==> src/ls_pkg.sv <==
package ls_pkg;

    localparam int XLEN      = 32;
    localparam int INST_LEN  = 32;
    localparam int RAM_WORDS = 256;

    localparam logic [XLEN-1:0] MCAUSE_LS_TRAP = 32'd5; // Load access fault.

    // ~~~~~~~~~~~~~~~~~~~~~~~~~~~~~~~~~~~~~~~~~~~~~~~~~~~~~~~~~~~~
    // Instruction fields
    // ~~~~~~~~~~~~~~~~~~~~~~~~~~~~~~~~~~~~~~~~~~~~~~~~~~~~~~~~~~~~

    typedef enum logic [4:0] {
        OP_LOAD   = 5'b00000,
        OP_ALUI   = 5'b00100,
        OP_STORE  = 5'b01000,
        OP_ALU    = 5'b01100,
        OP_SYSTEM = 5'b11100,
        OTHER     = 5'b11111
    } opcode_e;

    // Bit 3 marks a store, bits 2:0 are funct3.
    typedef enum logic [3:0] {
        MEM_LB  = 4'b0000,
        MEM_LH  = 4'b0001,
        MEM_LW  = 4'b0010,
        MEM_LBU = 4'b0100,
        MEM_LHU = 4'b0101,
        MEM_SB  = 4'b1000,
        MEM_SH  = 4'b1001,
        MEM_SW  = 4'b1010
    } memop_e;

    typedef enum logic [1:0] {
        CSR_NONE = 2'd0,
        CSR_RW   = 2'd1,
        CSR_RS   = 2'd2,
        CSR_RC   = 2'd3
    } csr_op_e;

    typedef enum logic [11:0] {
        MSTATUS = 12'h300,
        MTVEC   = 12'h305,
        MEPC    = 12'h341,
        MCAUSE  = 12'h342
    } csr_addr_e;

    typedef struct packed {
        logic            wren;
        logic            rden;
        memop_e          memop;
        logic [XLEN-1:0] wr_data;
    } mem_req_t;

    typedef enum logic [1:0] {
        IDLE,
        BUS,
        DONE
    } lsu_state_e;

    // Maps bits 6:2 of an instruction onto the known opcodes.
    function automatic opcode_e decode_op(input logic [4:0] field);
        case (field)
            OP_LOAD, OP_ALUI, OP_STORE, OP_ALU, OP_SYSTEM: return opcode_e'(field);
            default: return OTHER;
        endcase
    endfunction

endpackage

==> src/ls_ctr.sv <==
`timescale 1ns/1ps

module ls_ctr import ls_pkg::*; (
    input  logic [INST_LEN-1:0] instr_i,
    input  logic [INST_LEN-1:0] instr_last_i,
    input  logic [XLEN-1:0]     rs2_i,
    input  logic [XLEN-1:0]     wb_data_i,
    output mem_req_t            req_o
);

    opcode_e    op;
    opcode_e    op_last;
    logic [4:0] rs2_idx;
    logic [4:0] rd_last;
    logic       last_writes_rd;
    logic       fwd;
    logic       is_store;
    logic       is_load;

    assign op      = decode_op(instr_i[6:2]);
    assign op_last = decode_op(instr_last_i[6:2]);
    assign rs2_idx = instr_i[24:20];
    assign rd_last = instr_last_i[11:7];

    assign is_store = (op == OP_STORE);
    assign is_load  = (op == OP_LOAD);

    // Previous instruction still sits in write-back.
    assign last_writes_rd = (op_last == OP_LOAD) || (op_last == OP_ALU) ||
                            (op_last == OP_ALUI);
    assign fwd = last_writes_rd && (rd_last != 5'd0) && (rd_last == rs2_idx);

    always_comb begin
        req_o.wren    = is_store;
        req_o.rden    = is_load;
        req_o.memop   = memop_e'({is_store, instr_i[14:12]});
        req_o.wr_data = fwd ? wb_data_i : rs2_i; // Bypass the register file.
    end

endmodule

==> config.mk <==
export PLATFORM = sky130hd
export DESIGN_NAME = ls_ctr
export DESIGN_NICKNAME = d
export VERILOG_FILES = /design/src/ls_pkg.sv /design/src/ls_ctr.sv
export SDC_FILE = /design/constraint.sdc
export NUM_CORES = 1
export LEC_CHECK = 0
export BUFFER_PORTS_ARGS = -buffer_cell sky130_fd_sc_hd__buf_2
export CAP_MARGIN = 15
export CORE_AREA = 2 2 63 65
export DETAILED_ROUTE_END_ITERATION = 7
export DIE_AREA = 0 0 65 67
export GPL_TIMING_DRIVEN = 0
export PLACE_DENSITY = 0.77
export SYNTH_ARGS = -nofsm -noshare
export SYNTH_HDL_FRONTEND = slang
export SYNTH_SLANG_ARGS = --single-unit
==> constraint.sdc <==
create_clock -name vclk -period 1.3
set_input_delay 0.13 -clock vclk [all_inputs]
set_output_delay 0.13 -clock vclk [all_outputs]
set_load 0.005 [all_outputs]
**Word level (Yosys, flattened, before mapping)**

Index checks and enable logic that the tools add are counted.

- Output and inout port bits: 38
- Input bits: 128
- Register bits: 0
- Logic and storage cells: 26

- Multiplexer cells: 3
- Eq/ne operators: 12
- Reductions and logical operators: 11

Operators with widths:

| operator | count |
|---|---|
| 32-bit two-way mux | 1 |
| 5-bit by 4-bit equality test with 1-bit output, second input constant | 6 |
| 5-bit logical NOT | 4 |
| 5-bit by 3-bit equality test with 1-bit output, second input constant | 3 |
| 5-bit equality test, second input constant | 2 |
| 5-bit two-way mux | 2 |
| 5-bit OR reduction | 2 |
| 5-bit equality test | 1 |
| 5-bit nonzero test | 1 |
| 1-bit logical AND | 2 |
| 1-bit logical OR | 2 |

**Longest topological paths before layout**

- Depth after elaboration: 9
- Mapped depth: 5
- Depth with buffers taken out: 4

**Worst setup path after synthesis**

Ideal clock, no wire load.

- Kind: input -> output
- From: in instr_last_i[7]
- To: out req_o[10] in the netlist's numbering
- Cell stages on the path: 5
- Required time: 1.170 ns
- Setup slack: -0.112 ns
- Buffers on the path: 1
- Arrival: 1.282 ns
- Cell sequence: xnor2_1 nand4_1 a211oi_4 buf_6 mux2_4

RTL lines:

| element | RTL line | source |
|---|---|---|
| start: declaration | ls_ctr.sv:5 | `input logic [INST_LEN-1:0] instr_last_i,` |
| end: declaration | ls_ctr.sv:8 | `output mem_req_t req_o` |

==> flow_metrics.tcl <==
set metrics [dict create \
    wirelength_um 2980 \
    vdd_drop_max_uv 144 \
    syn-num-nets 184 \
    rsz0062_at_grt "true" \
    drtPass1Iterations 2 \
    routabilityCongestion 0.662 \
    crit_type "in2out" \
    p_leak_nw 0.945 \
    power_density_mw_per_mm2 240 \
    violations "negative setup slack" \
    die_h_um 67 \
    arrival_ns 1.53 \
    synth_area_um2 669 \
    min_path_type "in2out" \
    placed_cells 226 \
    slew_viol_final 0 \
    slowest_delay_ns 0.30 \
    finalSetupViolCount 32 \
    relSlewSlack_pct 77.3 \
    ios 166 \
    via_count 942 \
    netlist.area_leader.share_pct 67.3 \
    grt_pass1_wl_um 3980 \
    area_delta_synth_final_pct 165 \
    fmax_mhz 602 \
    min_to "req_o[33]" \
    synth_cells 56 \
    port_buffers 122 \
    nFillCells 318 \
    fin_crit_ns 1.66 \
    synth_cell_types 16 \
    dieArea_mm2 0.00436 \
    ant_nets 0 \
    stdcell_count 232 \
    synth.area.top_cells "mux2_4 (67%), buf_4 (6.7%), xnor2_1 (5.2%)" \
    regArea_um2 0 \
    grt_overflow 0 \
    drive_gt1_share_pct 96.7 \
    fp.coreArea_mm2 0.00361 \
    hold_buffers 0 \
    drc 0 \
    synth_area_per_cell_um2 12.0 \
    grt_usage_pct 11.3 \
    antenna_found_initial 0 \
    seq_area_frac_synth_pct 0 \
    finalNetCount 314 \
    rows 22 \
    status "finished, violations left" \
    finalHoldViolations 0 \
    clock_buffers 0 \
    crit_family "buffers and inverters" \
    startpoint_type "input pin" \
    yosysTopAreaCell "mux2_4" \
    min_delay_path_depth 2 \
    stdcell_area_mm2 0.00178 \
    antennaDiodeCount 0 \
    maxCapViolCount 0 \
    grt_max_degree 11 \
    ys_warn_count 0 \
    multi_input_area_um2 653 \
    first_global_vias 905 \
    dpl.hpwl_um 2530 \
    min_from "instr_i[13]" \
    final.period_utilization_pct 128 \
    p_total_mw 0.427 \
    via_per_inst 4.06 \
    fp.dieW_um 65 \
    crit_fanout 5 \
    fin_ws_ns -0.362 \
    crit_path_cell_trace "buf_8 > xnor2_2 > nand4_1 > a211oi_4 > buf_6 > clkbuf_16 > mux2_4 > buf_6" \
    place_ws_ns -0.492 \
    wire_per_inst_um 12.8 \
    start_util_pct 18.6 \
    place_area_mm2 0.00136 \
    cp_common_cell "buf_6" \
    drt_iter0_markers 7 \
    crit_buf_inv 4 \
    slowest_stage "mux2_4" \
    worst_pin_slew_ns 0.338 \
    crit_required_ns 1.17 \
    worst_setup_path_end_kind "output port" \
    nFlopsAndLatches 0 \
]
worst max path at each step:
stage | from | endpoint | cells after the start
after floorplan | instr_last_i[2] | req_o[10] | 5
after global placement | instr_last_i[7] | req_o[17] | 7
after detailed placement | instr_last_i[7] | req_o[14] | 7
after CTS | instr_last_i[10] | req_o[7] | 8
after global routing | instr_i[20] | req_o[3] | 8
final | instr_i[20] | req_o[3] | 8
cell type report:
cell class / count / share of cell area (%)
buffer: 9 / 5.92
inverter: 1 / 0.211
multi-input combinational: 46 / 36.8
tap: 48 / 3.38
timing repair buffer: 128 / 53.7
Yosys cell counts:
cell	instances
nor3_1	1
o41ai_2	1
nand4_1	1
inv_1	1
a211oi_4	1
o21ai_1	1
nor4_1	1
and2_1	1
nor2b_1	1
buf_6	3
nand2_1	1
mux2_2	2
xnor2_1	4
mux2_4	30
buf_4	6
nor2_1	1
through the flow:
step / utilization, % / hold WS (ns) / TNS [ns]
final: 49.3 / 0.427 / -10.12
after detailed placement: 37.6 / 0.427 / -15.05
after global placement: 37.6 / 0.427 / -13.73
after CTS: 46.5 / 0.427 / -11.41
after floorplan: - / 0.341 / -1.66
after global routing: 49.3 / 0.429 / -12.53
power by group:
group	internal (mW)	switching, mW
sequential	0	0
clock	0	0
combinational	0.298	0.129
total	0.298	0.129
logic make-up (layout without fill, tap and decap cells):
kind of cell              count (synthesis)  count (layout)  share of synthesized area [%]
muxes                                    32              32                           70.7
buffers and inverters                    10             138                           12.3
and+or+nand+nor                           7               7                           5.61
xor gates and xnor gates                  4               4                           5.23
AOI/OAI and AO/OA                         3               3                           6.17
metal layers:
layer / wire [um] / vias to the layer above / track usage, %
met5: 0 / - / 0
li1: - / 457 / -
met3: 394 / 0 / 2.03
met2: 1580 / 85 / 23.2
met1: 1010 / 400 / 12.7
met4: 0 / 0 / 0
cell usage in the layout (no fill, tap or decap):
cell and count:
nor3_4 1, buf_8 2, buf_4 6, nor2b_1 1, xnor2_2 4, buf_12 3, and2_1 1, nand4_1 1
o21ai_2 1, nor4_1 1, buf_2 86, nand2_1 1, inv_1 1, mux2_4 32, buf_6 37, a211oi_4 1
clkbuf_16 2, nor2_2 1, buf_16 1, o41ai_4 1
what timing repair did:
item / CTS / global route
endpoints found under the setup margin: 32 / 32
gates resized for setup: 50 / 8
pin swaps: 2 / 3
gates cloned: 1 / 2
setup buffers: 3 / 0
(Power assumes the default switching activity.)
