===== config.mk =====
export PLATFORM = sky130hd
export DESIGN_NAME = lsu_flat
export DESIGN_NICKNAME = d
export VERILOG_FILES = /design/src/ls_pkg.sv /design/src/wb_if.sv /design/src/lsu.sv /design/src/flat_wrapper.sv
export SDC_FILE = /design/constraint.sdc
export NUM_CORES = 1
export LEC_CHECK = 0
export ABC_AREA = 0
export BUFFER_PORTS_ARGS = -buffer_cell sky130_fd_sc_hd__clkbuf_2
export CAP_MARGIN = 25
export CORE_MARGIN = 1
export CORE_UTILIZATION = 36
export DETAILED_ROUTE_END_ITERATION = 16
export PLACE_DENSITY = 0.78
export SLEW_MARGIN = 20
export SYNTH_ARGS = -nofsm -noshare
export SYNTH_HDL_FRONTEND = slang
export SYNTH_SLANG_ARGS = --single-unit

===== constraint.sdc =====
create_clock -name clk -period 2.5 [get_ports clk]
set_clock_uncertainty 0.2 [all_clocks]
set_input_delay 0.25 -clock clk [delete_from_list [all_inputs] [get_ports clk]]
set_output_delay 0.25 -clock clk [all_outputs]
set_load 0.05 [all_outputs]

===== src/ls_pkg.sv =====
package ls_pkg;

    localparam int XLEN      = 32;
    localparam int INST_LEN  = 32;
    localparam int RAM_WORDS = 256;

    localparam logic [XLEN-1:0] MCAUSE_LS_TRAP = 32'd5; // Load access fault.

    // ~~~~~~~~~~~~~~~~~~~~~~~~~~~~~~~~~~~~~~~~~~~~~~~~~~~~~~~~~~~~
    // Instruction fields
    // ~~~~~~~~~~~~~~~~~~~~~~~~~~~~~~~~~~~~~~~~~~~~~~~~~~~~~~~~~~~~

    typedef enum logic [4:0] {
        OP_LOAD   = 5'b00000,
        OP_ALUI   = 5'b00100,
        OP_STORE  = 5'b01000,
        OP_ALU    = 5'b01100,
        OP_SYSTEM = 5'b11100,
        OTHER     = 5'b11111
    } opcode_e;

    // Bit 3 marks a store, bits 2:0 are funct3.
    typedef enum logic [3:0] {
        MEM_LB  = 4'b0000,
        MEM_LH  = 4'b0001,
        MEM_LW  = 4'b0010,
        MEM_LBU = 4'b0100,
        MEM_LHU = 4'b0101,
        MEM_SB  = 4'b1000,
        MEM_SH  = 4'b1001,
        MEM_SW  = 4'b1010
    } memop_e;

    typedef enum logic [1:0] {
        CSR_NONE = 2'd0,
        CSR_RW   = 2'd1,
        CSR_RS   = 2'd2,
        CSR_RC   = 2'd3
    } csr_op_e;

    typedef enum logic [11:0] {
        MSTATUS = 12'h300,
        MTVEC   = 12'h305,
        MEPC    = 12'h341,
        MCAUSE  = 12'h342
    } csr_addr_e;

    typedef struct packed {
        logic            wren;
        logic            rden;
        memop_e          memop;
        logic [XLEN-1:0] wr_data;
    } mem_req_t;

    typedef enum logic [1:0] {
        IDLE,
        BUS,
        DONE
    } lsu_state_e;

    // Maps bits 6:2 of an instruction onto the known opcodes.
    function automatic opcode_e decode_op(input logic [4:0] field);
        case (field)
            OP_LOAD, OP_ALUI, OP_STORE, OP_ALU, OP_SYSTEM: return opcode_e'(field);
            default: return OTHER;
        endcase
    endfunction

endpackage


===== src/wb_if.sv =====
`timescale 1ns/1ps

interface wb_if import ls_pkg::*; ();

    logic            cyc;
    logic            stb;
    logic            we;
    logic [XLEN-1:0] adr;
    logic [XLEN-1:0] dat_w;
    logic [XLEN-1:0] dat_r;
    logic [3:0]      sel;
    logic            ack;

    modport master (
        output cyc, stb, we, adr, dat_w, sel,
        input  dat_r, ack
    );

    modport slave (
        input  cyc, stb, we, adr, dat_w, sel,
        output dat_r, ack
    );

    modport monitor (
        input cyc, stb, we, adr, dat_w, dat_r, sel, ack
    );

endinterface


===== src/lsu.sv =====
`timescale 1ns/1ps

module lsu import ls_pkg::*; (
    input  logic            clk,
    input  logic            reset_i,
    input  mem_req_t        req_i,
    input  logic [XLEN-1:0] addr_i,
    output logic [XLEN-1:0] ls_res_o,
    output logic            ls_not_ok_o,
    wb_if.master            bus
);

    lsu_state_e      state_q;
    lsu_state_e      state_d;
    logic            req_valid;
    logic            active;
    logic [4:0]      lane_shift;
    logic [XLEN-1:0] rd_lane;
    logic [XLEN-1:0] load_val;
    logic [XLEN-1:0] ls_res_q;

    assign req_valid  = req_i.wren | req_i.rden;
    assign lane_shift = {addr_i[1:0], 3'b000};

    // ~~~~~~~~~~~~~~~~~~~~~~~~~~~~~~~~~~~~~~~~~~~~~~~~~~~~~~~~~~~~
    // Bus FSM
    // ~~~~~~~~~~~~~~~~~~~~~~~~~~~~~~~~~~~~~~~~~~~~~~~~~~~~~~~~~~~~

    always_ff @(posedge clk) begin
        if (reset_i) begin
            state_q <= IDLE;
        end else begin
            state_q <= state_d;
        end
    end

    always_comb begin
        state_d = state_q;
        case (state_q)
            IDLE:    if (req_valid) state_d = BUS;
            BUS:     if (bus.ack) state_d = DONE;
            DONE:    state_d = IDLE;
            default: state_d = IDLE;
        endcase
    end

    // Request goes out straight from IDLE, no setup cycle.
    assign active = ((state_q == IDLE) && req_valid) || (state_q == BUS);

    assign bus.cyc   = active;
    assign bus.stb   = active;
    assign bus.we    = req_i.wren;
    assign bus.adr   = {addr_i[XLEN-1:2], 2'b00};        // Word aligned.
    assign bus.dat_w = req_i.wr_data << lane_shift;

    always_comb begin
        case (req_i.memop)
            MEM_LB, MEM_LBU, MEM_SB: bus.sel = 4'b0001 << addr_i[1:0];
            MEM_LH, MEM_LHU, MEM_SH: bus.sel = 4'b0011 << {addr_i[1], 1'b0};
            default:                 bus.sel = 4'b1111;
        endcase
    end

    // ~~~~~~~~~~~~~~~~~~~~~~~~~~~~~~~~~~~~~~~~~~~~~~~~~~~~~~~~~~~~
    // Read data extraction
    // ~~~~~~~~~~~~~~~~~~~~~~~~~~~~~~~~~~~~~~~~~~~~~~~~~~~~~~~~~~~~

    assign rd_lane = bus.dat_r >> lane_shift;

    always_comb begin
        case (req_i.memop)
            MEM_LB:  load_val = {{(XLEN-8){rd_lane[7]}}, rd_lane[7:0]};
            MEM_LBU: load_val = {{(XLEN-8){1'b0}}, rd_lane[7:0]};
            MEM_LH:  load_val = {{(XLEN-16){rd_lane[15]}}, rd_lane[15:0]};
            MEM_LHU: load_val = {{(XLEN-16){1'b0}}, rd_lane[15:0]};
            default: load_val = rd_lane;
        endcase
    end

    always_ff @(posedge clk) begin
        if ((state_q == BUS) && bus.ack) begin
            ls_res_q <= req_i.rden ? load_val : '0; // Stores report zero.
        end
    end

    assign ls_res_o    = ls_res_q;
    assign ls_not_ok_o = active;

endmodule


===== src/flat_wrapper.sv =====
// flat-port wrapper written by rule: the top's interface ports become plain ports
module lsu_flat import ls_pkg::*;
  (clk, reset_i, req_i, addr_i, ls_res_o, ls_not_ok_o, bus_cyc, bus_stb, bus_we, bus_adr, bus_dat_w, bus_sel, bus_dat_r, bus_ack);
  wb_if bus_i ();
  input  logic clk;
  input  logic reset_i;
  input  mem_req_t req_i;
  input  logic [XLEN-1:0] addr_i;
  output logic [XLEN-1:0] ls_res_o;
  output logic ls_not_ok_o;
  output wire logic [$bits(bus_i.cyc)-1:0] bus_cyc;
  output wire logic [$bits(bus_i.stb)-1:0] bus_stb;
  output wire logic [$bits(bus_i.we)-1:0] bus_we;
  output wire logic [$bits(bus_i.adr)-1:0] bus_adr;
  output wire logic [$bits(bus_i.dat_w)-1:0] bus_dat_w;
  output wire logic [$bits(bus_i.sel)-1:0] bus_sel;
  input wire logic [$bits(bus_i.dat_r)-1:0] bus_dat_r;
  input wire logic [$bits(bus_i.ack)-1:0] bus_ack;
  assign bus_cyc = bus_i.cyc;
  assign bus_stb = bus_i.stb;
  assign bus_we = bus_i.we;
  assign bus_adr = bus_i.adr;
  assign bus_dat_w = bus_i.dat_w;
  assign bus_sel = bus_i.sel;
  assign bus_i.dat_r = bus_dat_r;
  assign bus_i.ack = bus_ack;
  lsu u_core (.clk(clk), .reset_i(reset_i), .req_i(req_i), .addr_i(addr_i), .ls_res_o(ls_res_o), .ls_not_ok_o(ls_not_ok_o), .bus(bus_i));
endmodule

* Word level (Yosys, flattened, before mapping) *
Index checks and enable logic that the tools add are counted.

word-level totals
  memory bits (read-only) = 0
  bits in latches = 0
  bits in writable memories = 0
  register bits after elaboration = 34
  memories = 0
  output and inout port bits = 104
  bits of input ports = 105

operators by class
  reduce and logical (&&, ||, !) cells = 8
  $add $sub $neg = 0
  muxes and demuxes = 5
  shifts and indexed selects = 4
  multipliers = 0
  equality and inequality tests = 8
  divide/modulo/power cells = 0
  magnitude comparators = 0
  bitwise gates (word level) = 1

operators by type and width
  kind                                                  number
  case mux 32 bit (4 select lines)                      1
  left shift 32 x 5 -> 32 bit                           1
  right shift 32 x 5 -> 32 bit                          1
  equality test 4 x 3 -> 1 bit (second input constant)  2
  equality test 4 bit (second input constant)           2
  case mux 4 bit (2 select lines)                       1
  OR reduction 3 bit                                    2
  equality test 4 x 1 -> 1 bit (second input constant)  1
  logical NOT 4 bit                                     1
  2-to-1 mux 2 bit                                      2
  case mux 2 bit (2 select lines)                       1
  left shift 1 x 2 -> 4 bit (first input constant)      1
  left shift 2 x 2 -> 4 bit (first input constant)      1
  equality test 2 x 1 -> 1 bit (second input constant)  1
  logical AND 1 bit                                     2
  logical NOT 2 bit                                     1
  != test 2 x 1 -> 1 bit (second input constant)        1
  != test 2 bit (second input constant)                 1
  AND reduction 2 bit                                   1
  logical OR 1 bit                                      1
  bitwise OR 1 bit                                      1

* Longest topological paths before layout *
  word-level depth = 3
  gate-level depth with buffers = 7

* Worst setup path before layout *
OpenSTA, ideal clock, no wires.

  path type = input to output
  start point = input addr_i[1]
  end point = output bus_sel[0]
  cell stages on the path = 5
  arrival = 2.028 ns
  path buffers = 4
  required time = 2.050 ns
  setup slack = 0.022 ns
  path through = buf_6 > buf_2 > buf_2 > buf_2 > o21ai_0

on the way
  longest elaborated chain between the ends = 2

ends and longest elaborated chain
  element                                                                 RTL line              text
  start: declaration                                                      flat_wrapper.sv:8     input logic [XLEN-1:0] addr_i;
  left shift 2 x 2 -> 4 bit or left shift 1 x 2 -> 4 bit (tied branches)  lsu.sv:59, lsu.sv:58
  case mux 4 bit (2 select lines) *                                       lsu.sv:57             case (req_i.memop)
  end: declaration                                                        flat_wrapper.sv:16    output wire logic [$bits(bus_i.sel)-1:0] bus_sel;

Every way passes the cells marked *; elsewhere a longest branch is shown, timed or not.

* Final worst setup path *
  start point = input addr_i[1]
  end point = output bus_dat_w[23]

on the way
  longest elaborated chain between the ends = 1

ends and longest elaborated chain
  element                      RTL line            text
  left shift 32 x 5 -> 32 bit  lsu.sv:54           assign bus.dat_w = req_i.wr_data << lane_shift;
  end: declaration             flat_wrapper.sv:15  output wire logic [$bits(bus_i.dat_w)-1:0] bus_dat_w;

No other way between the ends.

==> results.md <==
- Setup repair after global routing missed its margin: no
- Synth Cell Area: about 0.0026 mm²
- Most frequent cells in the layout: clkbuf_2, nand2_1, mux2i_1
- Most common cell after layout, fill and taps aside: clkbuf_2
- Row count: 30
- Crit path DAT: between 1500 and 2000 ps
- Critical Path Fanout Max: 26
- Final hold viol count: 0
- Synth area leaders: edfxtp_1, mux2i_1, buf_4
- Tmin final: 1990 ps
- Filler Cell Count: about 650
- Clock buffer count from CTS: 5
- Die Area: 0.007534 mm²
- Core area: 0.006869 mm²
- Cell count of the worst hold path: 3
- I/O pin cnt: approximately 210
- Root Buffer Master: clkbuf_8
- Post-CTS Hold Fix Bufs: 1
- Sequential share of the synthesized area: ~39%
- Status: finished clean
- Min Hold Slack: about 54 ps
- Initial core utilization: a little under two fifths
- Max-Cap Viols: 0
- GRT Overall Usage: between 10% and 20%
- WS Path Type: in -> out
- DR DRC count: 0
- DIE HEIGHT: between 80 and 90 µm
- Critical path launch point type: input pin
- Top-area cell type share of the netlist area: a little under two fifths
- TritonRoute pass-1 iters: 4
- Skew-Pair Late Insertion Delay: a little under 300 ps
- Total Wirelength: between 6 and 7 mm
- CTS tree: yes
- First-pass GRT wire length: between 10 and 15 mm
- Clk sinks: 34
- Port bufs: 146
- 1st-iter DRT viols: approximately 110
- VDD IR max: approximately 0.00022 V
- PwrDens: about 510 mW/mm²
- Critical path data required time: between 2000 and 2500 ps
- Ant. Diodes: 0
- FMAX: ~0.5 GHz
- Routed length per instance: 14.33 µm
- Largest net degree at the start of global routing: 33
- Worst slew margin: approximately two fifths
- Fin Setup TNS: 0 ps
- Hold WC Path Type: in -> reg
- Clock tree buffer depth: 2
- Post-CTS sizing: 0
- Synthesized area per cell: approximately 9.4 µm²
- Final net count: ~490
- CTS H-tree lvls: 2
- Initial antenna violation count: 0
- Yosys reg bits: 34
- Synth area leader: edfxtp_1
- FF-to-FF setup slack: 1070 ps
- Final Setup Violations: 0
- GR Overflow Total: 0
- GP Congestion: just over 0.8
- Vias in the first global route: ~2,200
- Leak: around 1.6 nW
- Power, Total: 1.681 mW
- Vias/cell: ~5.0
- Crit share post-route: between 70% and 80%
- Fin area: roughly 0.0033 mm²
- Worst-Margin Slew: roughly 900 ps
- DR vias: roughly 2,500
- Worst Reg2Reg Path Length in Cells: 3
- CP Capture Type: output pin
- Synth Warn #: 0
- Hpwl dp: ~5.5 mm
- Routed Antenna Nets: 0
- Setup Fix Bufs, Post-CTS: 0
- Syn Inst Count: ~270
- DIE WIDTH: about 87 µm
- Final Max Tran Viols: 0
- Synth-to-Final Area Change: 27.69%
- Layout cell share with drive strength beyond 1: between 40% and 50%
- Netlist cell types: 29
- Placed Area: 0.003211 mm²
- Worst-path clk slew: about 70 ps
## layer usage
| layer | vias up | wire, µm | part of all wire (%) | GRT usage (%) |
|---|---|---|---|---|
| met5 | - | 0 | 0 | 0 |
| met4 | 0 | 283 | 4.1 | 10.61 |
| met3 | 34 | 501 | 7.2 | 3.429 |
| met2 | 113 | 3550 | 51 | 31.14 |
| met1 | 1137 | 2629 | 38 | 19.30 |
| li1 | 1169 | - | - | - |
## layout make-up
class	count	area, µm²	area share, %
flip-flops and latches	34	1001	30.28
inverters	2	7.507	0.2271
well taps	96	120.1	3.634
clock buffers	5	68.82	2.082
repair buffers	160	868.3	26.27
multi-input cells	186	1224	37.02
clock inverters	3	16.27	0.4921
## Yosys cell counts
master	n
buf_2	8
buf_6	3
mux2i_2	1
o311ai_4	1
nor2b_1	11
o211a_1	7
xnor2_1	1
a221oi_1	7
dfxtp_1	2
nor3_1	4
nor2_1	23
a211oi_1	8
nand2b_1	1
o21ai_0	20
and2_1	9
conb_1	1
buf_4	35
and3_4	1
nand2_1	35
mux2i_1	33
edfxtp_1	32
clkbuf_1	5
nor4b_1	1
mux2_2	7
nor3_2	1
inv_1	2
a21oi_1	11
o21ai_1	2
buf_1	2
## registers in the layout, summed over array words and instances, names as in the netlist
register,count
u_core.ls_res_o,32
u_core.state_q,2
## path summary, 6_finish.rpt
kind,startpoint,endpoint
worst max-delay path,addr_i[1],bus_dat_w[23]
worst min-delay path,bus_ack,u_core.state_q[1]
worst max register to register,u_core.state_q[0],u_core.ls_res_o[31]
worst min register to register,u_core.state_q[1],u_core.state_q[0]
## report_power, final
| part | internal (mW) | leakage, nW | switching, mW |
|---|---|---|---|
| Combinational | 0.187 | 1.28 | 0.441 |
| Clock | 0.190 | 0.0416 | 0.199 |
| Sequential | 0.656 | 0.325 | 0.00740 |
## cell families after synthesis
group,share of synthesized area (%)
buffers and inverters,14.31
XOR/XNOR,0.3384
other,0.1449
flip-flops,38.67
AO/OA/AOI/OAI,14.79
AND/OR/NAND/NOR,15.42
multiplexers,16.34
## stage by stage
| step | util, % | setup slack [ps] | std cells |
|---|---|---|---|
| after floorplan | - | 22.25 | 275 |
| after CTS | 48.12 | 484.3 | 486 |
| after global routing | 48.12 | 392.2 | 486 |
| after detailed placement | 46.74 | 290.0 | 477 |
| final | 48.12 | 509.7 | 486 |
| after global placement | 46.74 | 415.4 | 477 |
## worst max-delay path: stages
cell      delay (ps)
clkbuf_2         220
buf_4            380
mux2i_1          160
o21ai_0          200
clkbuf_2         310
(Power assumes the default switching activity.)
