===== config.mk =====
export PLATFORM = sky130hd
export DESIGN_NAME = wb_arbiter_flat
export DESIGN_NICKNAME = d
export VERILOG_FILES = /design/src/ls_pkg.sv /design/src/wb_if.sv /design/src/wb_arbiter.sv /design/src/flat_wrapper.sv
export SDC_FILE = /design/constraint.sdc
export NUM_CORES = 1
export LEC_CHECK = 0
export ABC_CLOCK_PERIOD_IN_PS = 2200
export BUFFER_PORTS_ARGS = -buffer_cell sky130_fd_sc_hd__buf_2
export CORE_AREA = 2 2 121 123
export DETAILED_ROUTE_END_ITERATION = 10
export DIE_AREA = 0 0 123 125
export PLACE_DENSITY = 0.41
export SETUP_SLACK_MARGIN = 0.5
export SLEW_MARGIN = 20
export SYNTH_ARGS = -nofsm -noshare
export SYNTH_HDL_FRONTEND = slang
export SYNTH_SLANG_ARGS = --single-unit

===== constraint.sdc =====
create_clock -name clk -period 2.2 [get_ports clk]
set_clock_uncertainty 0.05 [all_clocks]
set_input_delay 0.11 -clock clk [delete_from_list [all_inputs] [get_ports clk]]
set_output_delay 0.11 -clock clk [all_outputs]
set_load 0.005 [all_outputs]

===== src/ls_pkg.sv =====
package ls_pkg;

    localparam int XLEN      = 32;
    localparam int INST_LEN  = 32;
    localparam int RAM_WORDS = 256;

    localparam logic [XLEN-1:0] MCAUSE_LS_TRAP = 32'd5; // Load access fault.

    // ~~~~~~~~~~~~~~~~~~~~~~~~~~~~~~~~~~~~~~~~~~~~~~~~~~~~~~~~~~~~
    // Instruction fields
    // ~~~~~~~~~~~~~~~~~~~~~~~~~~~~~~~~~~~~~~~~~~~~~~~~~~~~~~~~~~~~

    typedef enum logic [4:0] {
        OP_LOAD   = 5'b00000,
        OP_ALUI   = 5'b00100,
        OP_STORE  = 5'b01000,
        OP_ALU    = 5'b01100,
        OP_SYSTEM = 5'b11100,
        OTHER     = 5'b11111
    } opcode_e;

    // Bit 3 marks a store, bits 2:0 are funct3.
    typedef enum logic [3:0] {
        MEM_LB  = 4'b0000,
        MEM_LH  = 4'b0001,
        MEM_LW  = 4'b0010,
        MEM_LBU = 4'b0100,
        MEM_LHU = 4'b0101,
        MEM_SB  = 4'b1000,
        MEM_SH  = 4'b1001,
        MEM_SW  = 4'b1010
    } memop_e;

    typedef enum logic [1:0] {
        CSR_NONE = 2'd0,
        CSR_RW   = 2'd1,
        CSR_RS   = 2'd2,
        CSR_RC   = 2'd3
    } csr_op_e;

    typedef enum logic [11:0] {
        MSTATUS = 12'h300,
        MTVEC   = 12'h305,
        MEPC    = 12'h341,
        MCAUSE  = 12'h342
    } csr_addr_e;

    typedef struct packed {
        logic            wren;
        logic            rden;
        memop_e          memop;
        logic [XLEN-1:0] wr_data;
    } mem_req_t;

    typedef enum logic [1:0] {
        IDLE,
        BUS,
        DONE
    } lsu_state_e;

    // Maps bits 6:2 of an instruction onto the known opcodes.
    function automatic opcode_e decode_op(input logic [4:0] field);
        case (field)
            OP_LOAD, OP_ALUI, OP_STORE, OP_ALU, OP_SYSTEM: return opcode_e'(field);
            default: return OTHER;
        endcase
    endfunction

endpackage


===== src/wb_if.sv =====
`timescale 1ns/1ps

interface wb_if import ls_pkg::*; ();

    logic            cyc;
    logic            stb;
    logic            we;
    logic [XLEN-1:0] adr;
    logic [XLEN-1:0] dat_w;
    logic [XLEN-1:0] dat_r;
    logic [3:0]      sel;
    logic            ack;

    modport master (
        output cyc, stb, we, adr, dat_w, sel,
        input  dat_r, ack
    );

    modport slave (
        input  cyc, stb, we, adr, dat_w, sel,
        output dat_r, ack
    );

    modport monitor (
        input cyc, stb, we, adr, dat_w, dat_r, sel, ack
    );

endinterface


===== src/wb_arbiter.sv =====
`timescale 1ns/1ps

module wb_arbiter import ls_pkg::*; (
    input  logic clk,
    input  logic reset_i,
    wb_if.slave  m0,
    wb_if.slave  m1,
    wb_if.master s
);

    typedef enum logic [1:0] {
        OWN_NONE,
        OWN_M0,
        OWN_M1
    } owner_e;

    owner_e owner_q;
    owner_e grant;

    // Owner keeps the bus while its cycle lasts, then m0 wins.
    always_comb begin
        if ((owner_q == OWN_M0) && m0.cyc) begin
            grant = OWN_M0;
        end else if ((owner_q == OWN_M1) && m1.cyc) begin
            grant = OWN_M1;
        end else if (m0.cyc) begin
            grant = OWN_M0;
        end else if (m1.cyc) begin
            grant = OWN_M1;
        end else begin
            grant = OWN_NONE;
        end
    end

    always_ff @(posedge clk) begin
        if (reset_i) begin
            owner_q <= OWN_NONE;
        end else begin
            owner_q <= grant;
        end
    end

    always_comb begin
        s.cyc   = 1'b0;
        s.stb   = 1'b0;
        s.we    = 1'b0;
        s.adr   = '0;
        s.dat_w = '0;
        s.sel   = '0;
        case (grant)
            OWN_M0: begin
                s.cyc   = m0.cyc;
                s.stb   = m0.stb;
                s.we    = m0.we;
                s.adr   = m0.adr;
                s.dat_w = m0.dat_w;
                s.sel   = m0.sel;
            end
            OWN_M1: begin
                s.cyc   = m1.cyc;
                s.stb   = m1.stb;
                s.we    = m1.we;
                s.adr   = m1.adr;
                s.dat_w = m1.dat_w;
                s.sel   = m1.sel;
            end
            default: ;
        endcase
    end

    assign m0.ack   = s.ack && (grant == OWN_M0);
    assign m1.ack   = s.ack && (grant == OWN_M1); // Waiting master sees no ack.
    assign m0.dat_r = (grant == OWN_M0) ? s.dat_r : '0;
    assign m1.dat_r = (grant == OWN_M1) ? s.dat_r : '0;

endmodule


===== src/flat_wrapper.sv =====
// flat-port wrapper written by rule: the top's interface ports become plain ports
module wb_arbiter_flat import ls_pkg::*;
  (clk, reset_i, m0_cyc, m0_stb, m0_we, m0_adr, m0_dat_w, m0_sel, m0_dat_r, m0_ack, m1_cyc, m1_stb, m1_we, m1_adr, m1_dat_w, m1_sel, m1_dat_r, m1_ack, s_cyc, s_stb, s_we, s_adr, s_dat_w, s_sel, s_dat_r, s_ack);
  wb_if m0_i ();
  wb_if m1_i ();
  wb_if s_i ();
  input  logic clk;
  input  logic reset_i;
  input wire logic [$bits(m0_i.cyc)-1:0] m0_cyc;
  input wire logic [$bits(m0_i.stb)-1:0] m0_stb;
  input wire logic [$bits(m0_i.we)-1:0] m0_we;
  input wire logic [$bits(m0_i.adr)-1:0] m0_adr;
  input wire logic [$bits(m0_i.dat_w)-1:0] m0_dat_w;
  input wire logic [$bits(m0_i.sel)-1:0] m0_sel;
  output wire logic [$bits(m0_i.dat_r)-1:0] m0_dat_r;
  output wire logic [$bits(m0_i.ack)-1:0] m0_ack;
  input wire logic [$bits(m1_i.cyc)-1:0] m1_cyc;
  input wire logic [$bits(m1_i.stb)-1:0] m1_stb;
  input wire logic [$bits(m1_i.we)-1:0] m1_we;
  input wire logic [$bits(m1_i.adr)-1:0] m1_adr;
  input wire logic [$bits(m1_i.dat_w)-1:0] m1_dat_w;
  input wire logic [$bits(m1_i.sel)-1:0] m1_sel;
  output wire logic [$bits(m1_i.dat_r)-1:0] m1_dat_r;
  output wire logic [$bits(m1_i.ack)-1:0] m1_ack;
  output wire logic [$bits(s_i.cyc)-1:0] s_cyc;
  output wire logic [$bits(s_i.stb)-1:0] s_stb;
  output wire logic [$bits(s_i.we)-1:0] s_we;
  output wire logic [$bits(s_i.adr)-1:0] s_adr;
  output wire logic [$bits(s_i.dat_w)-1:0] s_dat_w;
  output wire logic [$bits(s_i.sel)-1:0] s_sel;
  input wire logic [$bits(s_i.dat_r)-1:0] s_dat_r;
  input wire logic [$bits(s_i.ack)-1:0] s_ack;
  assign m0_i.cyc = m0_cyc;
  assign m0_i.stb = m0_stb;
  assign m0_i.we = m0_we;
  assign m0_i.adr = m0_adr;
  assign m0_i.dat_w = m0_dat_w;
  assign m0_i.sel = m0_sel;
  assign m0_dat_r = m0_i.dat_r;
  assign m0_ack = m0_i.ack;
  assign m1_i.cyc = m1_cyc;
  assign m1_i.stb = m1_stb;
  assign m1_i.we = m1_we;
  assign m1_i.adr = m1_adr;
  assign m1_i.dat_w = m1_dat_w;
  assign m1_i.sel = m1_sel;
  assign m1_dat_r = m1_i.dat_r;
  assign m1_ack = m1_i.ack;
  assign s_cyc = s_i.cyc;
  assign s_stb = s_i.stb;
  assign s_we = s_i.we;
  assign s_adr = s_i.adr;
  assign s_dat_w = s_i.dat_w;
  assign s_sel = s_i.sel;
  assign s_i.dat_r = s_dat_r;
  assign s_i.ack = s_ack;
  wb_arbiter u_core (.clk(clk), .reset_i(reset_i), .m0(m0_i), .m1(m1_i), .s(s_i));
endmodule

Word level (Yosys, flattened, before mapping)
Index checks and enable logic that the tools add are counted.
Cells by class
  shifts and indexed selects: 0
  divide/modulo/power cells: 0
  equal/unequal tests: 4
  $lt $le $gt $ge: 0
  reduce and logical (&&, ||, !) cells: 4
  bitwise operators: 0
  add/sub/neg operators: 0
  multipliers: 0
  muxes and demuxes: 12
Operators by type and width (number)
  $pmux 32 s2: 2
  $mux 32: 2
  $mux 2: 4
  $pmux 4 s2: 1
  $pmux 1 s2: 3
  $eq 2x1->1 const B: 2
  $eq 2x2->1 const B: 2
  $logic_and 1x1->1: 4
Storage, ports and cells
  flip-flop bits (word level): 2
  logic and storage cells: 21
  output and inout bits: 137
  input port bits: 177
  latch bits: 0
  memory bits (read-only): 0
  memories: 0
  memory bits (writable): 0

Depth between registers and ports, before layout
  depth in word-level cells: 6
  gate-level depth with buffers: 5
  mapped depth without buffers: 3

Least setup slack after synthesis
No wires, ideal clock.
  path kind: flip-flop to output port
  start: register u_core.owner_q[0]
  end: output port s_adr[0]
  arrival: 1101 ps
  stages on the path, launching flop included: 6
  setup slack: 939 ps
  cell sequence: dfxtp_1 > nand3b_4 > and2_1 > buf_6 > buf_6 > a22o_1
Between the ends
  word-level cells in the longest chain between the ends: 6
  elaborated cells on any way between the ends: 9
  classes of those cells: eq/ne: 4; mux: 3; reduce/logical: 2
RTL lines
  from (decl): RTL line wb_arbiter.sv:17  | owner_e owner_q;
  from (signal assigned): RTL line wb_arbiter.sv:39  | owner_q <= grant;
  $eq 2x2->1: RTL line wb_arbiter.sv:24  | end else if ((owner_q == OWN_M1) && m1.cyc) begin
  $logic_and 1x1->1: RTL line wb_arbiter.sv:24
  $mux 2: RTL line wb_arbiter.sv:24
  $mux 2 (*): RTL line wb_arbiter.sv:22  | if ((owner_q == OWN_M0) && m0.cyc) begin
  $eq 2x2->1 / $eq 2x1->1 (equally long branches): RTL line wb_arbiter.sv:50  | case (grant)
  $pmux 32 s2 (*): RTL line wb_arbiter.sv:50
  to (decl): RTL line flat_wrapper.sv:28  | output wire logic [$bits(s_i.adr)-1:0] s_adr;
Mark *: on every way between the ends. The rest lies on a longest branch, timed or not.

Worst setup path in the final report
  start: register u_core.owner_q[0]
  end: output port s_adr[21]
Same word-level chain as after synthesis.

==> results list <==
- For the worst-skew pair, the clock arrives at the later sink with an insertion delay of approximately 0.22 ns.
- RSZ-0062 raised after global routing: yes
* Hold_ws: roughly 0.0080 ns
- GP Congestion: approximately 0.86
* Max-cap violations: 0
- Cell-by-cell listing of the critical path: nand2b_4, a21boi_4, buf_12, a22o_1, buf_2
- Synthesis handed over a netlist of 170 instances.
- The final hold violation count was 0.
- Post-CTS Hold Fix Bufs: 0
- In this design, the largest share of critical-path delay is due to compound AO/OA/AOI/OAI gates.
- Global routing finished with a remaining overflow of 0.
- The register with the most flip-flops in the layout has 2 of them.
- Global routing consumed, over all layers together, 11.8% of the routing resources.
- Data required time at the worst endpoint: about 2.0 ns
- Using the TritonRoute via totals, the vias-per-cell ratio works out to between 4 and 5.
* Antenna violations before repair: 1
- Of the post-synthesis cell area, the dominant cell type holds ~46%.
- Input and output buffers added on the ports amount to ~310.
* Number of global-route vias before repair: 2560
- Slew at the pin with the worst max-slew slack: ~0.28 ns
- The worst register-to-register path begins at u_core.owner_q[0].
- Final Net Count: approximately 660
- After clock tree synthesis, the clock-pin slew on the worst setup and hold paths is 0.03 ns.
- Post-synthesis net count: around 350
- Count of yosys warnings during synthesis: 0
- Largest cells by area after synthesis: sky130_fd_sc_hd__a22o_1, sky130_fd_sc_hd__and2_1, sky130_fd_sc_hd__and3_1, sky130_fd_sc_hd__buf_6, sky130_fd_sc_hd__dfxtp_1
- Cell row count: between 40 and 50
- Post-DR wirelength/cell: ~19 um
- DRT antenna net count: 0
- The smallest clock period supported by the final layout is computed as 1.71 ns.
- Critical path start-end classification: flip-flop to output pin
- Largest net degree at the start of global routing: 53
- Arrival time of data at the critical path endpoint: ~1.6 ns
- The area growth from synthesis to layout is 168%.
* Post-route DRC violation count: 0
- STA classifies the critical path startpoint as a flip-flop.
* Sum of buffers and inverters on the critical path: 2
- The worst hold path begins at reset_i.
- Initial DRT Pass Iterations: 4
* Total die area: ~15000 um2
- TritonCTS built the clock tree.
- The post-route netlist has 75.5% of its cells at a drive strength greater than 1.
- The flow ran to the end, and the final reports show no timing, DRC or antenna violations.
* First-pass GRT wire length: ~14000 um
- Top fanout value on the critical path: 26
- The library cell used most frequently in the layout, excluding fill and tap cells, is sky130_fd_sc_hd__buf_2.
- Total setup violations reported at the end of the flow: 0
- Headroom to the max-slew limit came out at 81.2%.
* Cell with the largest stage delay on the worst path: sky130_fd_sc_hd__dfxtp_2
* Num CTS Buffers: 3
- The final layout contains routed wiring with a total length of about 12000 um.
* Number of filler cells placed in the layout: between 1500 and 2000
- Share of the clock period used by the worst path: 77.9%
* Syn avg cell area: approximately 7.8 um2
* Depth of the CTS H-tree: 1
- Cell accounting for the most synthesized area: sky130_fd_sc_hd__a22o_1
- Distinct cells, synth: 13
- The mapped netlist covers around 1300 um2.
- Total via count in the routed design: around 2800
* Vertical die dimension: 125 um
- For this design the top-level I/O count stands at 314.
- Number of storage elements in the synthesis netlist: 2
- Number of design-rule violations left by the first detailed-router iteration: 100
- Die width: ~120 um
- The min-delay analysis places its worst path in the category input port to flip-flop.
* Most frequent cells in the layout: sky130_fd_sc_hd__buf_2, sky130_fd_sc_hd__a22o_1, sky130_fd_sc_hd__and3_1
- STA classifies the critical path endpoint as an output pin.
- In this run the standard cell core region covers between 10000 and 15000 um2.
- Summed over all nets, the half-perimeter wirelength after detailed placement is between 8000 and 9000 um.
- Final max-slew violation count: 0
- On the worst path, the slowest cell contributes a delay of approximately 0.31 ns.
* Register ranked first by flip-flop count: u_core.owner_q
- At the end of the flow the core is filled with cells to 25.1%.
* Largest vdd supply drop: 0.175 mV
* Part of the Yosys area used for sequential elements: under 10%
- Setup tns final: 0 ns
* CTS root buffer: sky130_fd_sc_hd__clkbuf_16
- Number of sinks on the clock net: 2
* Leakage power summed over all cells: 0.00219 uW
- Effective utilization at floorplan: a little under a tenth
- Power density normalized to cell area: approximately 300 nW/um2
- Derived from the worst setup path, the maximum achievable clock frequency is ~600 MHz.
- Clock buffer depth: 2
- Critical path launch point: u_core.owner_q[0]
* Largest registers: u_core.owner_q: 2 flops
[final timing paths]
path | endpoint | slack [ns] | cells after the start
hold / removal | u_core.owner_q[0] | 0.008 | 2
setup / recovery | s_adr[21] | 0.49 | 5
setup reg to reg | u_core.owner_q[1] | 0.88 | 5
hold reg to reg | u_core.owner_q[1] | 0.93 | 5
[layout make-up]
class	count	area, um2	share of cell area, %
Timing Repair Buffer	333	2060	57.6
Multi-Input combinational cell	144	1160	32.6
Tap cell	184	230	6.45
Clock buffer	3	75.1	2.10
Sequential cell	2	42.5	1.19
Antenna cell	1	2.50	0.0701
[metrics by stage]
stage | cells | power, uW | cell area, um2 | setup slack, ns
after global placement | 647 | 667 | 3000 | 0.537
after global routing | 667 | 1150 | 3570 | 0.440
after floorplan | 170 | 307 | 1330 | 0.939
final | 667 | 1090 | 3570 | 0.487
after detailed placement | 647 | 668 | 3000 | 0.455
after CTS | 657 | 984 | 3180 | 0.480
[repair_timing]
action / in CTS / in global routing
buffers inserted: 4 / 0
cloned: 3 / 9
setup endpoints to repair: 103 / 83
gates resized for setup: 3 / 52
pin swaps: 1 / 19
[worst register-to-register path: stages (launching register included)]
cell                       delay [ns]
sky130_fd_sc_hd__dfxtp_2         0.31
sky130_fd_sc_hd__nand2b_4        0.14
sky130_fd_sc_hd__a21boi_4        0.26
sky130_fd_sc_hd__buf_12          0.19
sky130_fd_sc_hd__buf_12          0.16
sky130_fd_sc_hd__nor2b_1         0.14
[power breakdown]
part           internal [uW]  switching (uW)
registers               39.0            1.93
clock network            231            43.9
logic                    441             331
total                    712             377
[synth_stat cells]
cell,number
sky130_fd_sc_hd__and2_1,34
sky130_fd_sc_hd__or2_2,1
sky130_fd_sc_hd__a22o_1,70
sky130_fd_sc_hd__buf_6,14
sky130_fd_sc_hd__a21boi_2,1
sky130_fd_sc_hd__nor2b_1,2
sky130_fd_sc_hd__and3_1,33
sky130_fd_sc_hd__nand2b_1,1
sky130_fd_sc_hd__nand3b_4,1
sky130_fd_sc_hd__dfxtp_1,2
sky130_fd_sc_hd__buf_4,1
sky130_fd_sc_hd__buf_2,1
sky130_fd_sc_hd__clkbuf_1,9
[metal layers]
metal / global-route usage (%) / vias up / wire [um] / part of all wire [%]
met5: 0 / - / 0 / 0
met4: 0.936 / 0 / 91 / 0.73
met3: 2.46 / 7 / 1240 / 9.9
met2: 22.2 / 197 / 6310 / 51
met1: 14.0 / 1298 / 4820 / 39
li1: - / 1291 / - / -
[cell families after synthesis]
kind of cell | count (synthesis) | share of synthesized area (%)
simple gates | 72 | 34.8
compound gates | 71 | 46.9
buf+inv | 25 | 15.3
flops | 2 | 3.00
Power figures use the tool's default switching activity.
